File: config.mk
export PLATFORM = sky130hd
export DESIGN_NAME = top_starfields
export DESIGN_NICKNAME = d
export VERILOG_FILES = /design/src/starfield_pkg.sv /design/src/display_if.sv /design/src/display_timings.sv /design/src/star_mixer.sv /design/src/starfield.sv /design/src/top_starfields.sv
export VERILOG_INCLUDE_DIRS = /design/src /design/src/include
export SDC_FILE = /design/constraint.sdc
export NUM_CORES = 1
export LEC_CHECK = 0
export ABC_AREA = 1
export BUFFER_PORTS_ARGS = -buffer_cell sky130_fd_sc_hd__buf_2
export CORE_UTILIZATION = 63
export DETAILED_ROUTE_END_ITERATION = 8
export GPL_ROUTABILITY_DRIVEN = 0
export GPL_TIMING_DRIVEN = 0
export PLACE_DENSITY = 0.8
export RECOVER_POWER = 100
export SLEW_MARGIN = 30
export SYNTH_ARGS = -nofsm -noshare
export SYNTH_HDL_FRONTEND = slang
export SYNTH_HIERARCHICAL = 1
export SYNTH_SLANG_ARGS = --single-unit
File: constraint.sdc
create_clock -name clk_pix -period 1.78 [get_ports clk_pix]
set_input_delay 0.267 -clock clk_pix [delete_from_list [all_inputs] [get_ports clk_pix]]
set_output_delay 0.267 -clock clk_pix [all_outputs]
set_load 0.01 [all_outputs]
File: src/include/starfield_settings.svh
/* screen timing is fixed 640x480 at a 25.175 MHz pixel clock, negative syncs
   layer masks only reach the star field bits, never the brightness byte */
`ifndef STARFIELD_SETTINGS_SVH
`define STARFIELD_SETTINGS_SVH

// horizontal timing, in pixels
`define SF_H_RES     640
`define SF_H_FP      16
`define SF_H_SYNC    96
`define SF_H_BP      48
`define SF_H_TOTAL   (`SF_H_RES + `SF_H_FP + `SF_H_SYNC + `SF_H_BP)    // 800

// vertical timing, in lines
`define SF_V_RES     480
`define SF_V_FP      10
`define SF_V_SYNC    2
`define SF_V_BP      33
`define SF_V_TOTAL   (`SF_V_RES + `SF_V_FP + `SF_V_SYNC + `SF_V_BP)    // 525

`define SF_FRAME_PIX (`SF_H_TOTAL * `SF_V_TOTAL)                        // 420000
`define SF_CORDW     10

// lfsr shape; taps are 1-indexed bit positions
`define SF_LFSR_W      21
`define SF_BRIGHT_W    8    // low byte of the word is brightness
`define SF_LFSR_TAP_HI 21
`define SF_LFSR_TAP_LO 19

// layer defaults, negative inc drifts left
`define SF1_INC   (-1)
`define SF2_INC   (-2)
`define SF3_INC   (-4)
`define SF1_SEED  21'h09A9A9
`define SF2_SEED  21'h0A9A9A
`define SF3_SEED  21'h1FFFFF
`define SF1_MASK  21'h000000
`define SF2_MASK  21'h000000
`define SF3_MASK  21'h0007FF    // denser far layer

`endif

File: src/starfield_pkg.sv
/* shared types for the starfield display
   lfsr_word_u splits the shift state into star field and brightness */
`include "starfield_settings.svh"

package starfield_pkg;

    // screen coordinate, wide enough for 800 columns and 525 lines
    typedef logic [`SF_CORDW-1:0] cord_t;

    // one 4-bit vga colour channel
    typedef logic [3:0] grey_t;

    // width of the star detect part of the lfsr word
    localparam int STAR_W = `SF_LFSR_W - `SF_BRIGHT_W;

    // star view of the lfsr word
    typedef struct packed {
        logic [STAR_W-1:0]       star;      // all ones (after mask) means star
        logic [`SF_BRIGHT_W-1:0] bright;    // top nibble drives the pins
    } lfsr_fields_t;

    // same 21 bits read two ways
    typedef union packed {
        logic [`SF_LFSR_W-1:0] raw;         // shift state
        lfsr_fields_t          fields;
    } lfsr_word_u;

endpackage

File: src/display_if.sv
/* position, syncs and blanking of the pixel stream, all aligned to one pixel
   hsync and vsync are active low; frame pulses once at sx = sy = 0 */
`timescale 1ns/1ps

interface display_if
    import starfield_pkg::*;
();

    cord_t sx;      // column, 0..799
    cord_t sy;      // line, 0..524
    logic  hsync;   // active low
    logic  vsync;   // active low
    logic  de;      // visible area
    logic  frame;   // first pixel of frame

    // timing generator side
    modport src (
        output sx, sy, hsync, vsync, de, frame
    );

    // layers and mixer
    modport snk (
        input sx, sy, hsync, vsync, de, frame
    );

endinterface

File: src/display_timings.sv
/* free-running 640x480 timing generator, no back-pressure
   syncs and de are decoded from the counters, so they change with sx/sy */
`timescale 1ns/1ps

`include "starfield_settings.svh"

module display_timings
    import starfield_pkg::*;
(
    input  logic clk_pix,
    input  logic arst_n,
    display_if.src disp
);

    // horizontal positions
    localparam int H_RES   = `SF_H_RES;
    localparam int H_SSTA  = `SF_H_RES + `SF_H_FP;   // 656
    localparam int H_SEND  = H_SSTA + `SF_H_SYNC;    // 752, first col after sync
    localparam int H_LAST  = `SF_H_TOTAL - 1;        // 799

    // vertical positions
    localparam int V_RES   = `SF_V_RES;
    localparam int V_SSTA  = `SF_V_RES + `SF_V_FP;   // 490
    localparam int V_SEND  = V_SSTA + `SF_V_SYNC;    // 492
    localparam int V_LAST  = `SF_V_TOTAL - 1;        // 524

    cord_t sx;
    cord_t sy;
    logic  line_end;
    logic  frame_end;

    assign line_end  = (sx == cord_t'(H_LAST));
    assign frame_end = line_end && (sy == cord_t'(V_LAST));

    // column counter
    always_ff @(posedge clk_pix or negedge arst_n) begin
        if (!arst_n) begin
            sx <= '0;
        end else if (line_end) begin
            sx <= '0;                      // wrap at 800
        end else begin
            sx <= sx + 1'b1;
        end
    end

    // line counter, steps on the last column
    always_ff @(posedge clk_pix or negedge arst_n) begin
        if (!arst_n) begin
            sy <= '0;
        end else if (frame_end) begin
            sy <= '0;                      // wrap at 525
        end else if (line_end) begin
            sy <= sy + 1'b1;
        end
    end

    // decode from the current position
    always_comb begin
        disp.sx    = sx;
        disp.sy    = sy;
        // sync pulses sit between front and back porch
        disp.hsync = ~((sx >= cord_t'(H_SSTA)) && (sx < cord_t'(H_SEND)));
        disp.vsync = ~((sy >= cord_t'(V_SSTA)) && (sy < cord_t'(V_SEND)));
        disp.de    = (sx < cord_t'(H_RES)) && (sy < cord_t'(V_RES));
        disp.frame = (sx == '0) && (sy == '0);  // one cycle per frame
    end

endmodule

File: src/star_mixer.sv
/* layer 1 wins over 2, 2 over 3; one register stage to the vga pins
   syncs are delayed with the colour so they stay aligned */
`timescale 1ns/1ps

`include "starfield_settings.svh"

module star_mixer
    import starfield_pkg::*;
(
    input  logic       clk_pix,
    input  logic       arst_n,
    display_if.snk     disp,
    input  logic       sf1_on,
    input  logic       sf2_on,
    input  logic       sf3_on,
    input  lfsr_word_u sf1_star,
    input  lfsr_word_u sf2_star,
    input  lfsr_word_u sf3_star,
    output logic       vga_hsync,
    output logic       vga_vsync,
    output grey_t      vga_r,
    output grey_t      vga_g,
    output grey_t      vga_b
);

    grey_t starlight;   // chosen layer brightness
    grey_t pix;         // after blanking

    // priority pick, top nibble of the brightness byte
    always_comb begin
        if (sf1_on) begin
            starlight = sf1_star.fields.bright[`SF_BRIGHT_W-1 -: 4];
        end else if (sf2_on) begin
            starlight = sf2_star.fields.bright[`SF_BRIGHT_W-1 -: 4];
        end else if (sf3_on) begin
            starlight = sf3_star.fields.bright[`SF_BRIGHT_W-1 -: 4];
        end else begin
            starlight = '0;                // empty sky
        end
        pix = disp.de ? starlight : '0;    // black in blanking
    end

    // output register, syncs idle high in reset
    always_ff @(posedge clk_pix or negedge arst_n) begin
        if (!arst_n) begin
            vga_hsync <= 1'b1;
            vga_vsync <= 1'b1;
            vga_r     <= '0;
            vga_g     <= '0;
            vga_b     <= '0;
        end else begin
            vga_hsync <= disp.hsync;
            vga_vsync <= disp.vsync;
            vga_r     <= pix;              // grey, all channels alike
            vga_g     <= pix;
            vga_b     <= pix;
        end
    end

endmodule

File: src/starfield.sv
/* one starfield layer; the lfsr restarts every 420000+INC pixels, so the field
   moves INC pixels per frame. a seed of all zeros locks the lfsr at zero */
`timescale 1ns/1ps

`include "starfield_settings.svh"

module starfield
    import starfield_pkg::*;
#(
    parameter int                    INC  = `SF1_INC,
    parameter logic [`SF_LFSR_W-1:0] SEED = `SF1_SEED,
    parameter logic [`SF_LFSR_W-1:0] MASK = `SF1_MASK
) (
    input  logic       clk_pix,
    input  logic       arst_n,
    display_if.snk     disp,
    output logic       star_on,
    output lfsr_word_u star
);

    // lfsr run length between reloads
    localparam int PERIOD = `SF_FRAME_PIX + INC;
    localparam int CNT_W  = (PERIOD > 2) ? $clog2(PERIOD) : 1;

    // 0-indexed tap bits
    localparam int TAP_HI = `SF_LFSR_TAP_HI - 1;
    localparam int TAP_LO = `SF_LFSR_TAP_LO - 1;

    // mask bits that overlay the star field
    localparam logic [STAR_W-1:0] STAR_MASK = MASK[`SF_LFSR_W-1:`SF_BRIGHT_W];

    logic [CNT_W-1:0] cnt;         // steps since last reload
    lfsr_word_u       lfsr;
    logic             reload;
    logic             fb;

    assign reload = (cnt == CNT_W'(PERIOD - 1));
    assign fb     = lfsr.raw[TAP_HI] ^ lfsr.raw[TAP_LO];  // fibonacci feedback

    // frame-length counter
    always_ff @(posedge clk_pix or negedge arst_n) begin
        if (!arst_n) begin
            cnt <= '0;
        end else if (reload) begin
            cnt <= '0;
        end else begin
            cnt <= cnt + 1'b1;
        end
    end

    // one shift per pixel, new bit in at bit 0
    always_ff @(posedge clk_pix or negedge arst_n) begin
        if (!arst_n) begin
            lfsr.raw <= SEED;
        end else if (reload) begin
            lfsr.raw <= SEED;          // restart a few pixels early or late
        end else begin
            lfsr.raw <= {lfsr.raw[`SF_LFSR_W-2:0], fb};
        end
    end

    // zero latency against disp; blanking is left to the mixer
    always_comb begin
        star    = lfsr;
        star_on = &(lfsr.fields.star | STAR_MASK);
    end

endmodule

File: src/top_starfields.sv
/* three-layer starfield on a 640x480 vga stream
   clk_pix must already be the pixel clock; arst_n is used as is, no sync */
`timescale 1ns/1ps

`include "starfield_settings.svh"

module top_starfields
    import starfield_pkg::*;
(
    input  logic       clk_pix,
    input  logic       arst_n,
    output logic       vga_hsync,
    output logic       vga_vsync,
    output logic [3:0] vga_r,
    output logic [3:0] vga_g,
    output logic [3:0] vga_b
);

    display_if disp ();

    // layer outputs into the mixer
    logic       sf1_on;
    logic       sf2_on;
    logic       sf3_on;
    lfsr_word_u sf1_star;
    lfsr_word_u sf2_star;
    lfsr_word_u sf3_star;

    // pacing for everything below
    display_timings timings (
        .clk_pix (clk_pix),
        .arst_n  (arst_n),
        .disp    (disp)
    );

    // near layer, slowest drift
    starfield #(
        .INC  (`SF1_INC),
        .SEED (`SF1_SEED),
        .MASK (`SF1_MASK)
    ) sf1 (
        .clk_pix (clk_pix),
        .arst_n  (arst_n),
        .disp    (disp),
        .star_on (sf1_on),
        .star    (sf1_star)
    );

    starfield #(
        .INC  (`SF2_INC),
        .SEED (`SF2_SEED),
        .MASK (`SF2_MASK)
    ) sf2 (
        .clk_pix (clk_pix),
        .arst_n  (arst_n),
        .disp    (disp),
        .star_on (sf2_on),
        .star    (sf2_star)
    );

    // far layer, masked so it has more stars
    starfield #(
        .INC  (`SF3_INC),
        .SEED (`SF3_SEED),
        .MASK (`SF3_MASK)
    ) sf3 (
        .clk_pix (clk_pix),
        .arst_n  (arst_n),
        .disp    (disp),
        .star_on (sf3_on),
        .star    (sf3_star)
    );

    star_mixer mixer (
        .clk_pix   (clk_pix),
        .arst_n    (arst_n),
        .disp      (disp),
        .sf1_on    (sf1_on),
        .sf2_on    (sf2_on),
        .sf3_on    (sf3_on),
        .sf1_star  (sf1_star),
        .sf2_star  (sf2_star),
        .sf3_star  (sf3_star),
        .vga_hsync (vga_hsync),
        .vga_vsync (vga_vsync),
        .vga_r     (vga_r),
        .vga_g     (vga_g),
        .vga_b     (vga_b)
    );

endmodule
==> Yosys cells after proc, flatten, opt, wreduce, memory -nomap -nowiden <==
Cells that the tools add are included.
{ "classes": {"order_cmp": 6, "n_reduce_logical": 8, "mul": 0, "n_bitwise": 5, "eq_ne": 5, "mux": 13, "shift": 0, "add_sub_neg": 5, "div_mod_pow": 0} }
{ "ops": {"columns": ["operator", "n"], "rows": [
  ["21-bit two-way mux", 3],
  ["19-bit by 1-bit adder with 19-bit output (second input constant)", 3],
  ["19-bit equality test (second input constant)", 3],
  ["19-bit two-way mux", 3],
  ["10-bit two-way mux", 3],
  ["13-bit AND reduction", 2],
  ["10-bit by 1-bit adder with 10-bit output (second input constant)", 2],
  ["10-bit equality test (second input constant)", 2],
  ["10-bit less-than comparator (second input constant)", 2],
  ["10-bit by 9-bit less-than comparator with 1-bit output (second input constant)", 2],
  ["4-bit two-way mux", 4],
  ["10-bit >= comparator (second input constant)", 1],
  ["10-bit by 9-bit >= comparator with 1-bit output (second input constant)", 1],
  ["10-bit AND reduction", 1],
  ["1-bit logical AND", 4],
  ["1-bit bitwise XOR", 3],
  ["1-bit NOT", 2],
  ["2-bit nonzero test", 1]
]} }
{ "word_totals": {"word_cells": 53, "latchBits": 0, "memories": 0, "ram_bits": 0, "romBits": 0, "out_inout_bits": 14, "register_bits": 146} }

==> Depth between registers and ports, before layout <==
Gate-level depths: netlist of the first run.
{ "depth": {"word_depth": 5, "depth_mapped": 9, "depth_no_buf": 8} }

==> Cells and area by module <==
Netlist of the first run, hierarchy kept.
{ "modules_own_cells": {"columns": ["mod", "seq_area_each_um2", "area_each_um2", "cells_per_inst", "instances"], "rows": [
  ["starfield (sf2)", 1013.5, 1990.7, 235, 1],
  ["starfield (sf1)", 1013.5, 1925.6, 232, 1],
  ["starfield (sf3)", 1027.2, 1850.5, 213, 1],
  ["display_timings", 500.5, 1298.7, 169, 1],
  ["star_mixer", 152.6, 337.8, 44, 1]
]} }

==> Worst setup path before layout of the first run <==
Ideal clock, no wire load.
{ "synth_path": {"path_type": "register to register", "start": "register sf1.cnt[0]", "end": "register sf1.lfsr, in the netlist sf1/star[10]", "setup_slack_ps": 393, "synth_period_minus_slack_ps": 1387, "stages_incl_launch_ff": 10, "t_arrival_ps": 1273, "cell_sequence": "dfrtp_1 inv_1 ha_1 nand2_1 nand3b_1 nor2_2 nand2_2 inv_4 buf_12 nor2_2"} }
{ "synth_between": {"elab_chain_cells": 2} }
{ "synth_rtl": {"columns": ["element", "line_no", "text"], "rows": [
  ["start, declared", "starfield.sv:32", "logic [CNT_W-1:0] cnt;"],
  ["start signal, assigned", "starfield.sv:47", "cnt <= cnt + 1'b1;"],
  ["19-bit equality test", "starfield.sv:37", "assign reload = (cnt == CNT_W'(PERIOD - 1));"],
  ["21-bit two-way mux", "starfield.sv:55", "end else if (reload) begin"],
  ["end, declared", "starfield.sv:33", "lfsr_word_u lfsr;"]
]} }
No other way between the ends.
A chain may end at the register's enable or synchronous reset.

==> Worst setup path after layout of the first run <==
{ "layout_path": {"start": "register sf2.cnt[0]", "end": "register sf2.lfsr, in the netlist sf2/star[8]"} }
{ "layout_between": {"elab_chain_cells": 2} }
{ "layout_rtl": {"columns": ["element", "line_no"], "rows": [
  ["start, declared", "starfield.sv:32"],
  ["start signal, assigned", "starfield.sv:47"],
  ["19-bit equality test", "starfield.sv:37"],
  ["21-bit two-way mux", "starfield.sv:55"],
  ["end, declared", "starfield.sv:33"]
]} }
No other way between the ends.

==> results of run 1 <==
==> area by class of cell <==
type | count | area, µm² | share of cell area, %
sequential | 146 | 3710 | 45.7
multi-input combinational | 574 | 2810 | 34.6
inverter | 144 | 544 | 6.71
clock buffer | 20 | 457 | 5.63
buffer | 22 | 194 | 2.39
tap | 143 | 179 | 2.21
clock inverter | 12 | 129 | 1.59
timing repair buffer | 17 | 88.8 | 1.10
==> cells in the final DEF, fill, tap and decap left out, drive strengths merged <==
master         n
nand3b         4
clkinv         5
ha            10
clkinvlp       4
nor3b          1
a21oi         10
nand4         25
bufinv         2
inv          145
o21bai         2
a31oi          2
nor3           8
buf           20
and3           1
clkbuf        38
nand3         54
or2           18
dfstp         43
dlygate4sd3    1
and2           2
nor2         197
xnor2         10
nor4           3
o211ai         1
dfrtp        103
xor2          26
o21ai         14
nand2        185
o2111ai        1
==> repair_timing <==
| action | in CTS | in global routing |
|---|---|---|
| endpoints found under the hold margin | 63 | 0 |
| endpoints found under the setup margin | 0 | 3 |
| gates resized for setup | 0 | 1 |
| buffers inserted | 0 | 0 |
| hold buffers | 1 | 0 |
==> per-stage QoR <==
| step | cells | worst slack (ps) |
|---|---|---|
| 3_3_place_gp | 1044 | -1520 |
| 4_1_cts | 1078 | 92.9 |
| 6_report | 1078 | 158 |
| 5_1_grt | 1078 | 31.7 |
| 2_1_floorplan | 886 | 393 |
| 3_5_place_dp | 1045 | 196 |
==> critical path, delay by kind of cell (launching register included) <==
family | cells | cell delay [ps]
and+or+nand+nor | 4 | 470
DFF | 1 | 440
buffers and inverters | 2 | 380
adders and majority gates | 1 | 210
==> how the worst max path moves through the flow <==
stage                                             from                       end  depth (start not counted)
after floorplan                   sf1/cnt[0]$_DFF_PN0_    sf1/star[10]$_DFF_PN0_                          9
after global placement                          arst_n     sf1/cnt[10]$_DFF_PN0_                          1
after detailed placement          sf1/cnt[0]$_DFF_PN0_    sf1/star[12]$_DFF_PN0_                          9
after CTS                 timings/disp.sx[8]$_DFF_PN0_  mixer/vga_b[0]$_DFF_PN0_                          5
after global routing              sf3/cnt[0]$_DFF_PN0_    sf3/star[18]$_DFF_PN1_                          9
final                             sf2/cnt[0]$_DFF_PN0_     sf2/star[8]$_DFF_PN0_                          7
==> layer usage <==
| metal | wire length, µm | share of wire [%] | GRT usage (%) |
|---|---|---|---|
| met2 | 6330 | 47 | 38.4 |
| met4 | 274 | 2.0 | 10.4 |
| met3 | 627 | 4.6 | 7.17 |
| met1 | 6260 | 46 | 31.9 |
| met5 | 0 | 0 | 0 |
==> power by group <==
part | leakage, nW | switching, mW | internal (mW)
clock | 0.283 | 1.37 | 2.14
sequential | 1.83 | 0 | 3.32
combinational | 1.88 | 0.0594 | 0.00663
==> state kept, by name, summed over array words and instances (netlist names) <==
register,flops
sf1/cnt,19
sf3/star,21
sf2/cnt,19
mixer/vga_vsync,1
sf2/star,21
mixer/vga_hsync,1
timings/disp.sx,10
sf1/star,21
mixer/vga_b,4
sf3/cnt,19
timings/disp.sy,10
==> metrics, run 1 <==
min cycle time layout 1620 ps; DRT Pass-1 Iters 5; IO Pins 16; synthesized area per cell ~8.3 µm²; dpl hpwl roughly 8.9 mm; cell chain of the critical path ha_1 > nand3_1 > nor3_1 > nand3_2 > clkinvlp_2 > buf_12 > nor2_1; Worst EP required 2090 ps; pin count of the biggest net entering global routing 84; Tightest Hold Check Type in2async; RSZ-0062 raised after global routing false; reg-to-reg critical path startpoint sf2/cnt[0]$_DFF_PN0_; # clock sinks 146; Netlist Area Pre-Place 7370 µm²; Total Wirelength 13.5 mm; P_leak 3.99 nW; final instance area 8110 µm²; Diodes inserted 0; Placed Area 7660 µm²; period utilization slightly above 90%; All-Layer GR Usage between 20% and 30%; status complete, no violations; layout net count 934; initial antenna violation count 0; P per Cell Area between 800 and 900 nW/µm²; Starting Density between 60% and 70%; Max VDD drop 1.02 mV; Worst EP arrival 1930 ps; Slew Viols, Final 0; CTS tree done; final setup vio count 0; Layout Utilization between 70 and 80%; Die Y 110 µm; # rows 39; first-pass GRT wire length 22.5 mm; area of the core 11,400 µm²; later-pin clock latency in the skew report 420 ps; final hold vios 0; CP endpoint kind register; DR WL/cell 12.5 µm; vias in the first global route ~5,100; Synth-to-Final Area Change 9.98%; DR vias/cell 5.10; R2R setup slack ~160 ps; slowest stage delay, CP ~440 ps; CP startpoint kind register; root buf cell clkbuf_16; worst slew pin tran 575 ps; Final ANT Viol Nets 0; Clock Path Buffers 2; CP Max Fanout 10; Mapped Cells 886; filler cell count 888; max cap viols 0; Syn Nets 898; Slowest cell on crit path dfrtp_1; Port Buffers 15; Reg2Reg Depth 7; DR DRC count 0; # H-tree levels 4; synth warn 6; skew final 5.92 ps; die footprint 12,100 µm²; fmax 617 MHz; total grt overflow 0; Inserted Clock Buffers 17; Via Count 5,500; chip width 110 µm; initial drt markers 414; FF-to-FF End sf2/star[8]$_DFF_PN0_; final setup TNS 0 ps; Slew headroom around 60%; Worst-path clk slew 60 ps; worst hold slack 416 ps; fraction of layout cells with a size suffix above 1 14.2%; Worst Setup Path Type reg2reg; Total Power around 6.9 mW
Power figures use the tool's default switching activity.
==> inputs of run 2 (changes only) <==
BUFFER_PORTS_ARGS = -buffer_cell sky130_fd_sc_hd__buf_4   (was -buffer_cell sky130_fd_sc_hd__buf_2)
clock period = 1.69 ns   (was 1.78 ns; I/O delays follow)
==> run 2 against run 1 <==
Compared with the run above: first-iteration DRC count shrank 0.72%; utilization grew 0.36 points; clock power is essentially flat; largest power group unchanged; critical endpoint is now sf1/star[17]$_DFF_PN0_; largest cell class unchanged; count of clock-buffer cells in the layout is the same; wire length grew 1.5%; total power grew 2.8%.
==> metrics, run 2 (same netlist as run 1, synthesis figures left out) <==
Reg2Reg Depth 9 (+2); Tightest Hold Check Type in2async; FF-to-FF End sf1/star[17]$_DFF_PN0_; first-pass GRT wire length 22.3 mm (-0.98%); reg-to-reg critical path startpoint sf1/cnt[0]$_DFF_PN0_; most frequent cells in the layout nor2_1, nand2_1, inv_1; layout net count 935 (+0.11%); All-Layer GR Usage 24.1% (-0.44 points); most common cell after layout, fill and taps aside nor2_1; Total Wirelength 13.7 mm (+1.5%); multi-input logic area 2830 µm² (+0.94%); Starting Density 64.6% (unchanged); Port Buffers 15 (unchanged); DR vias/cell 5.14 (+0.72%); CTS tree done; later-pin clock latency in the skew report 410 ps (about the same); slowest stage delay, CP 400 ps (-40 ps); Slew headroom 54.0% (-7.7 points); Clock power frac 49.6% (-1.2 points); fmax 635 MHz (+3.0%); Worst Setup Path Type reg2reg; final hold vios 0 (unchanged); Worst EP arrival 1880 ps (-50 ps); area occupied by registers 3710 µm² (unchanged); IO Pins 16 (unchanged); initial drt markers 411 (-0.72%); filler cell count 895 (+0.79%); delay-heaviest family, CP simple AND/OR/NAND/NOR gates; # clock sinks 146 (unchanged); final instance area 8150 µm² (+0.51%); P_leak 4.01 nW (+0.43%); initial antenna violation count 0 (unchanged); sw frac 20.9% (+0.22 points); RSZ-0062 raised after global routing false; Diodes inserted 0 (unchanged); chip width 110 µm (unchanged); skew final 7.61 ps (+1.69 ps); Clock Path Buffers 2 (unchanged); period utilization 93.2% (+2.1 points); area of the core 11,400 µm² (unchanged); Worst EP required 2000 ps (-90 ps); Finished Layout Cells 1,079 (+0.093%); P per Cell Area 870 nW/µm² (+2.3%); # H-tree levels 4 (unchanged); min cycle time layout 1570 ps (-46.8 ps); Total Power 7.09 mW (+2.8%); CP startpoint kind register; DR DRC count 0 (unchanged); Comb pwr share 1.0% (about the same); vias in the first global route 4,991 (-1.9%); fraction of layout cells with a size suffix above 1 15.7% (+1.5 points); Cells after DPL 1,045 (unchanged); Via Count 5,545 (+0.82%); Worst-path clk slew 60 ps (about the same); Inserted Clock Buffers 17 (unchanged); pin count of the biggest net entering global routing 81 (-3.6%); worst slew pin tran 690 ps (+115 ps); Final ANT Viol Nets 0 (unchanged); Max VDD drop 1.15 mV (+14%); Slowest cell on crit path dfrtp_1; dpl hpwl 9.21 mm (+4.0%); Psw 1.48 mW (+3.9%); critical path buffer and inverter count 3 (+1); DRT Pass-1 Iters 6 (+1); cell chain of the critical path inv_2 > ha_1 > nand2_1 > nand3b_1 > nor2_1 > nand2_2 > inv_4 > buf_12 > nor2_1; final setup vio count 0 (unchanged); Slew Viols, Final 0 (unchanged); R2R setup slack 120 ps (-40 ps); Int Pwr 5.61 mW (+2.5%); status complete, no violations; root buf cell clkbuf_16; total grt overflow 0 (unchanged); Die Y 110 µm (unchanged); die footprint 12,100 µm² (unchanged); CP Max Fanout 10 (unchanged); DR WL/cell 12.7 µm (+1.4%); Synth-to-Final Area Change 10.5%; CP endpoint kind register; # rows 39 (unchanged); max cap viols 0 (unchanged); Worst path most repeated cell nor2_1; Placed Area 7700 µm² (+0.46%); Sequential Power Share 49.4% (+1.2 points)
==> run 2: changes by cell type in the layout (fill, tap and decap cells not counted), moves of 3 or more <==
cell,change
clkinv_4,+4
clkbuf_1,-7
nor2_1,-3
inv_6,-3
clkbuf_4,+8
==> run 2: worst max path at each step <==
stage	start	end	slack (ps)	depth (start not counted)
2_1_floorplan	sf1/cnt[0]$_DFF_PN0_	sf1/star[10]$_DFF_PN0_	300	9
3_3_place_gp	arst_n	sf1/cnt[10]$_DFF_PN0_	-240	1
3_5_place_dp	sf1/cnt[0]$_DFF_PN0_	sf1/star[2]$_DFF_PN0_	90	9
4_1_cts	sf1/cnt[0]$_DFF_PN0_	sf1/star[2]$_DFF_PN0_	70	9
5_1_grt	sf2/cnt[4]$_DFF_PN0_	sf2/cnt[17]$_DFF_PN0_	9	7
6_report	sf1/cnt[0]$_DFF_PN0_	sf1/star[17]$_DFF_PN0_	120	9
==> run 2: repair_timing <==
| item | CTS | global route |
|---|---|---|
| hold endpoints to repair | 48 | 0 |
| buffers inserted | 0 | 1 |
| setup endpoints to repair | 0 | 20 |
| hold buffers | 1 | 0 |
| resized for setup | 0 | 5 |
==> run 2: metal layers <==
| metal | part of all wire [%] | GRT usage, % | vias up |
|---|---|---|---|
| li1 | - | - | 2769 |
| met1 | 46 | 31.5 | 2608 |
| met2 | 48 | 39.3 | 145 |
| met3 | 4.9 | 5.94 | 23 |
| met4 | 1.4 | 8.27 | 0 |
| met5 | 0 | 0 | - |
==> run 2: area by class of cell <==
cell class                      instances  share of cell area, %
Buffer                                 22                   2.33
Clock buffer                           20                   5.61
Clock inverter                         12                   1.35
Inverter                              144                   6.68
Multi-Input combinational cell        574                   34.8
Sequential cell                       146                   45.5
Tap cell                              143                   2.20
Timing Repair Buffer                   18                   1.55
==> run 2: through the flow <==
step / hold slack, ps / worst slack [ps] / setup TNS, ps / utilization [%]
CTS: 391 / 68.2 / 0 / 72.5
global route: 436 / 8.59 / 0 / 71.4
global placement: 412 / -238 / -23170 / 67.1
finish: 380 / 115 / 0 / 71.4
floorplan: -42.1 / 303 / 0 / -
detailed placement: 236 / 90.9 / 0 / 67.4
==> run 2: power by group through the flow <==
stage | Clock (mW) | Sequential (mW) | Combinational [mW]
detailed placement | 0 | 3.56 | 0.0786
global placement | 0 | 3.56 | 0.0685
global route | 3.76 | 3.50 | 0.0867
finish | 3.52 | 3.50 | 0.0704
floorplan | 0 | 3.56 | 0.00000186
CTS | 3.59 | 3.50 | 0.0810
==> run 2: worst reg2reg max path, cell delays in order, from the launching register on <==
cell	delay (ps)
dfrtp_1	400
inv_2	90
ha_1	190
nand2_1	90
nand3b_1	160
nor2_1	130
nand2_2	120
inv_4	110
buf_12	130
nor2_1	50
==> inputs of run 3 (changes only) <==
GPL_TIMING_DRIVEN = not set   (was 0)
==> run 3 against run 2 <==
Compared with the run above: fmax is 0.40% higher; clock power is 17% higher; non-clock buffer count is 13 lower; largest cell class unchanged; clock skew is 1.6 ps lower; sequential cell count stayed put.
==> metrics, run 3 (same netlist as run 1, synthesis figures left out) <==
max cap viols 0 (unchanged); status complete, no violations; IO Pins 16 (unchanged); Clock Path Buffers 2 (unchanged); DR DRC count 0 (unchanged); # clock sinks 146 (unchanged); skew final 6.04 ps (-1.57 ps); pin count of the biggest net entering global routing 45 (-44%); Worst EP arrival 1860 ps (-20 ps); final setup vio count 0 (unchanged); Final ANT Viol Nets 0 (unchanged); final setup TNS 0 ps (unchanged); Total Wirelength 14.0 mm (+2.5%); Starting Density 64.6% (unchanged); fraction of layout cells with a size suffix above 1 13.4% (-2.3 points); root buf cell clkbuf_16; Total Power 7.70 mW (+8.5%); vias in the first global route 5,092 (+2.0%); Slew headroom 49.6% (-4.4 points); DRT Pass-1 Iters 6 (unchanged); Max VDD drop 1.38 mV (+20%); CP startpoint kind register; Worst Setup Path Type reg2reg; first-pass GRT wire length 23.2 mm (+4.1%); Synth-to-Final Area Change 9.47%; # H-tree levels 4 (unchanged); Finished Layout Cells 1,066 (-1.2%); area occupied by registers 3710 µm² (unchanged); Layout Utilization 70.7% (-0.69 points); Worst Slack Setup Final 121 ps (+6.30 ps); critical path buffer and inverter count 2 (-1); Slew Viols, Final 0 (unchanged); P per Cell Area 954 nW/µm² (+9.6%); CP endpoint kind register; CP Depth 8 (-1); initial drt markers 469 (+14%); GR Util met2 38.9% (-0.36 points); All-Layer GR Usage 25.3% (+1.2 points); Tightest Hold Check Type in2async; filler cell count 898 (+0.34%); cell chain of the critical path inv_1 > ha_1 > nand2_1 > nand3b_1 > nor2_2 > nand2_2 > clkinv_2 > nor2_1; fmax 637 MHz (+0.40%); Reg2Reg Depth 8 (-1); Cells after DPL 1,033 (-1.1%); Diodes inserted 0 (unchanged); CP Max Fanout 15 (+5); chip width 110 µm (unchanged); multi-input logic area 2840 µm² (+0.26%); min cycle time layout 1570 ps (-6.30 ps); Global Route met1 Usage 34.1% (+2.7 points); final hold vios 0 (unchanged); Worst EP required 1990 ps (about the same); worst slew pin tran 757 ps (+66.4 ps); setup slack at placement 164 ps (+72.9 ps); slowest stage delay, CP 390 ps (about the same); CTS tree done; dpl hpwl 9.54 mm (+3.7%); Port Buffers 15 (unchanged); initial antenna violation count 0 (unchanged); DR WL/cell 13.2 µm (+3.8%); met3 Resource Use GR 6.70% (+0.76 points); Inserted Clock Buffers 17 (unchanged); layout net count 922 (-1.4%); Post-CTS Setup Repair Bufs 0 (unchanged); # rows 39 (unchanged); GR peak layer met2; RSZ-0062 raised after global routing false; Slowest cell on crit path dfrtp_1; total grt overflow 0 (unchanged); Die Y 110 µm (unchanged); delay-heaviest family, CP simple AND/OR/NAND/NOR gates; P_leak 3.94 nW (-1.8%); die footprint 12,100 µm² (unchanged); DR vias/cell 5.20 (+1.1%); Worst-path clk slew 60 ps (about the same); period utilization 92.8% (-0.37 points); Via Count 5,538 (-0.13%); most frequent cells in the layout nand2_1, nor2_1, inv_1; area of the core 11,400 µm² (unchanged); later-pin clock latency in the skew report 420 ps (about the same)
[run 3: cell types whose count changed in the layout (fill, tap and decap cells not counted), moves of 2 or more]
cell | before | now
nor4_1 | 1 | 3
buf_6 | 8 | 1
clkbuf_4 | 8 | 1
or2_1 | 15 | 17
bufinv_16 | 1 | 5
nand3_1 | 51 | 49
clkinv_4 | 4 | 0
or2_0 | 2 | 0
clkbuf_1 | 8 | 18
o21ai_1 | 2 | 0
buf_4 | 10 | 5
o21ai_0 | 12 | 14
nand3_2 | 3 | 5
nor4_2 | 2 | 0
[run 3: routing by layer]
layer | wire length, µm | part of all wire (%) | up-vias
met4 | 246 | 1.8 | 0
li1 | - | - | 2734
met5 | 0 | 0 | -
met1 | 6540 | 47 | 2589
met3 | 801 | 5.7 | 28
met2 | 6440 | 46 | 187
[run 3: what timing repair did]
item / 4_1_cts / 5_1_grt
hold buffers: 1 / 0
gates resized for setup: 0 / 1
setup endpoints to repair: 0 / 1
endpoints found under the hold margin: 31 / 0
[run 3: worst register-to-register path: stages (launching register included)]
cell      delay [ps]
dfrtp_1          390
inv_1            100
ha_1             200
nand2_1           80
nand3b_1         170
nor2_2           140
nand2_2           90
clkinv_2         200
nor2_1            80
[run 3: power by group]
part           leakage [nW]  internal (mW)  total (mW)  switching (mW)
sequential             1.82           3.50        3.50               0
clock                 0.310           2.74        4.12            1.39
combinational          1.80        0.00716      0.0727          0.0655
total                  3.94           6.24        7.70            1.45
[run 3: final timing paths]
| kind | slack (ps) | endpoint | from |
|---|---|---|---|
| max | 120 | sf1/cnt[0]$_DFF_PN0_ | sf1/cnt[0]$_DFF_PN0_ |
| min | 310 | sf2/cnt[11]$_DFF_PN0_ | arst_n |
| max reg2reg | 120 | sf1/cnt[0]$_DFF_PN0_ | sf1/cnt[0]$_DFF_PN0_ |
| min reg2reg | 430 | sf2/star[4]$_DFF_PN1_ | sf2/star[3]$_DFF_PN1_ |
| max in group asynchronous | 320 | sf1/cnt[9]$_DFF_PN0_ | arst_n |
| min in group clk_pix | 430 | sf2/star[4]$_DFF_PN1_ | sf2/star[3]$_DFF_PN1_ |
[run 3: cell type report]
class                      instances  share of cell area (%)
timing repair buffer              27                    1.77
multi-input combinational        574                    35.2
clock inverter                     9                    2.20
inverter                         144                    6.73
tap                              143                    2.22
sequential                       146                    45.9
clock buffer                      23                    5.92
[run 3: through the flow]
| stage | hold WS [ps] | cell area, µm² |
|---|---|---|
| 2_1_floorplan | -42.1 | 7370 |
| 3_3_place_gp | 182 | 7560 |
| 3_5_place_dp | 188 | 7560 |
| 4_1_cts | 313 | 8230 |
| 5_1_grt | 349 | 8070 |
| 6_report | 313 | 8070 |
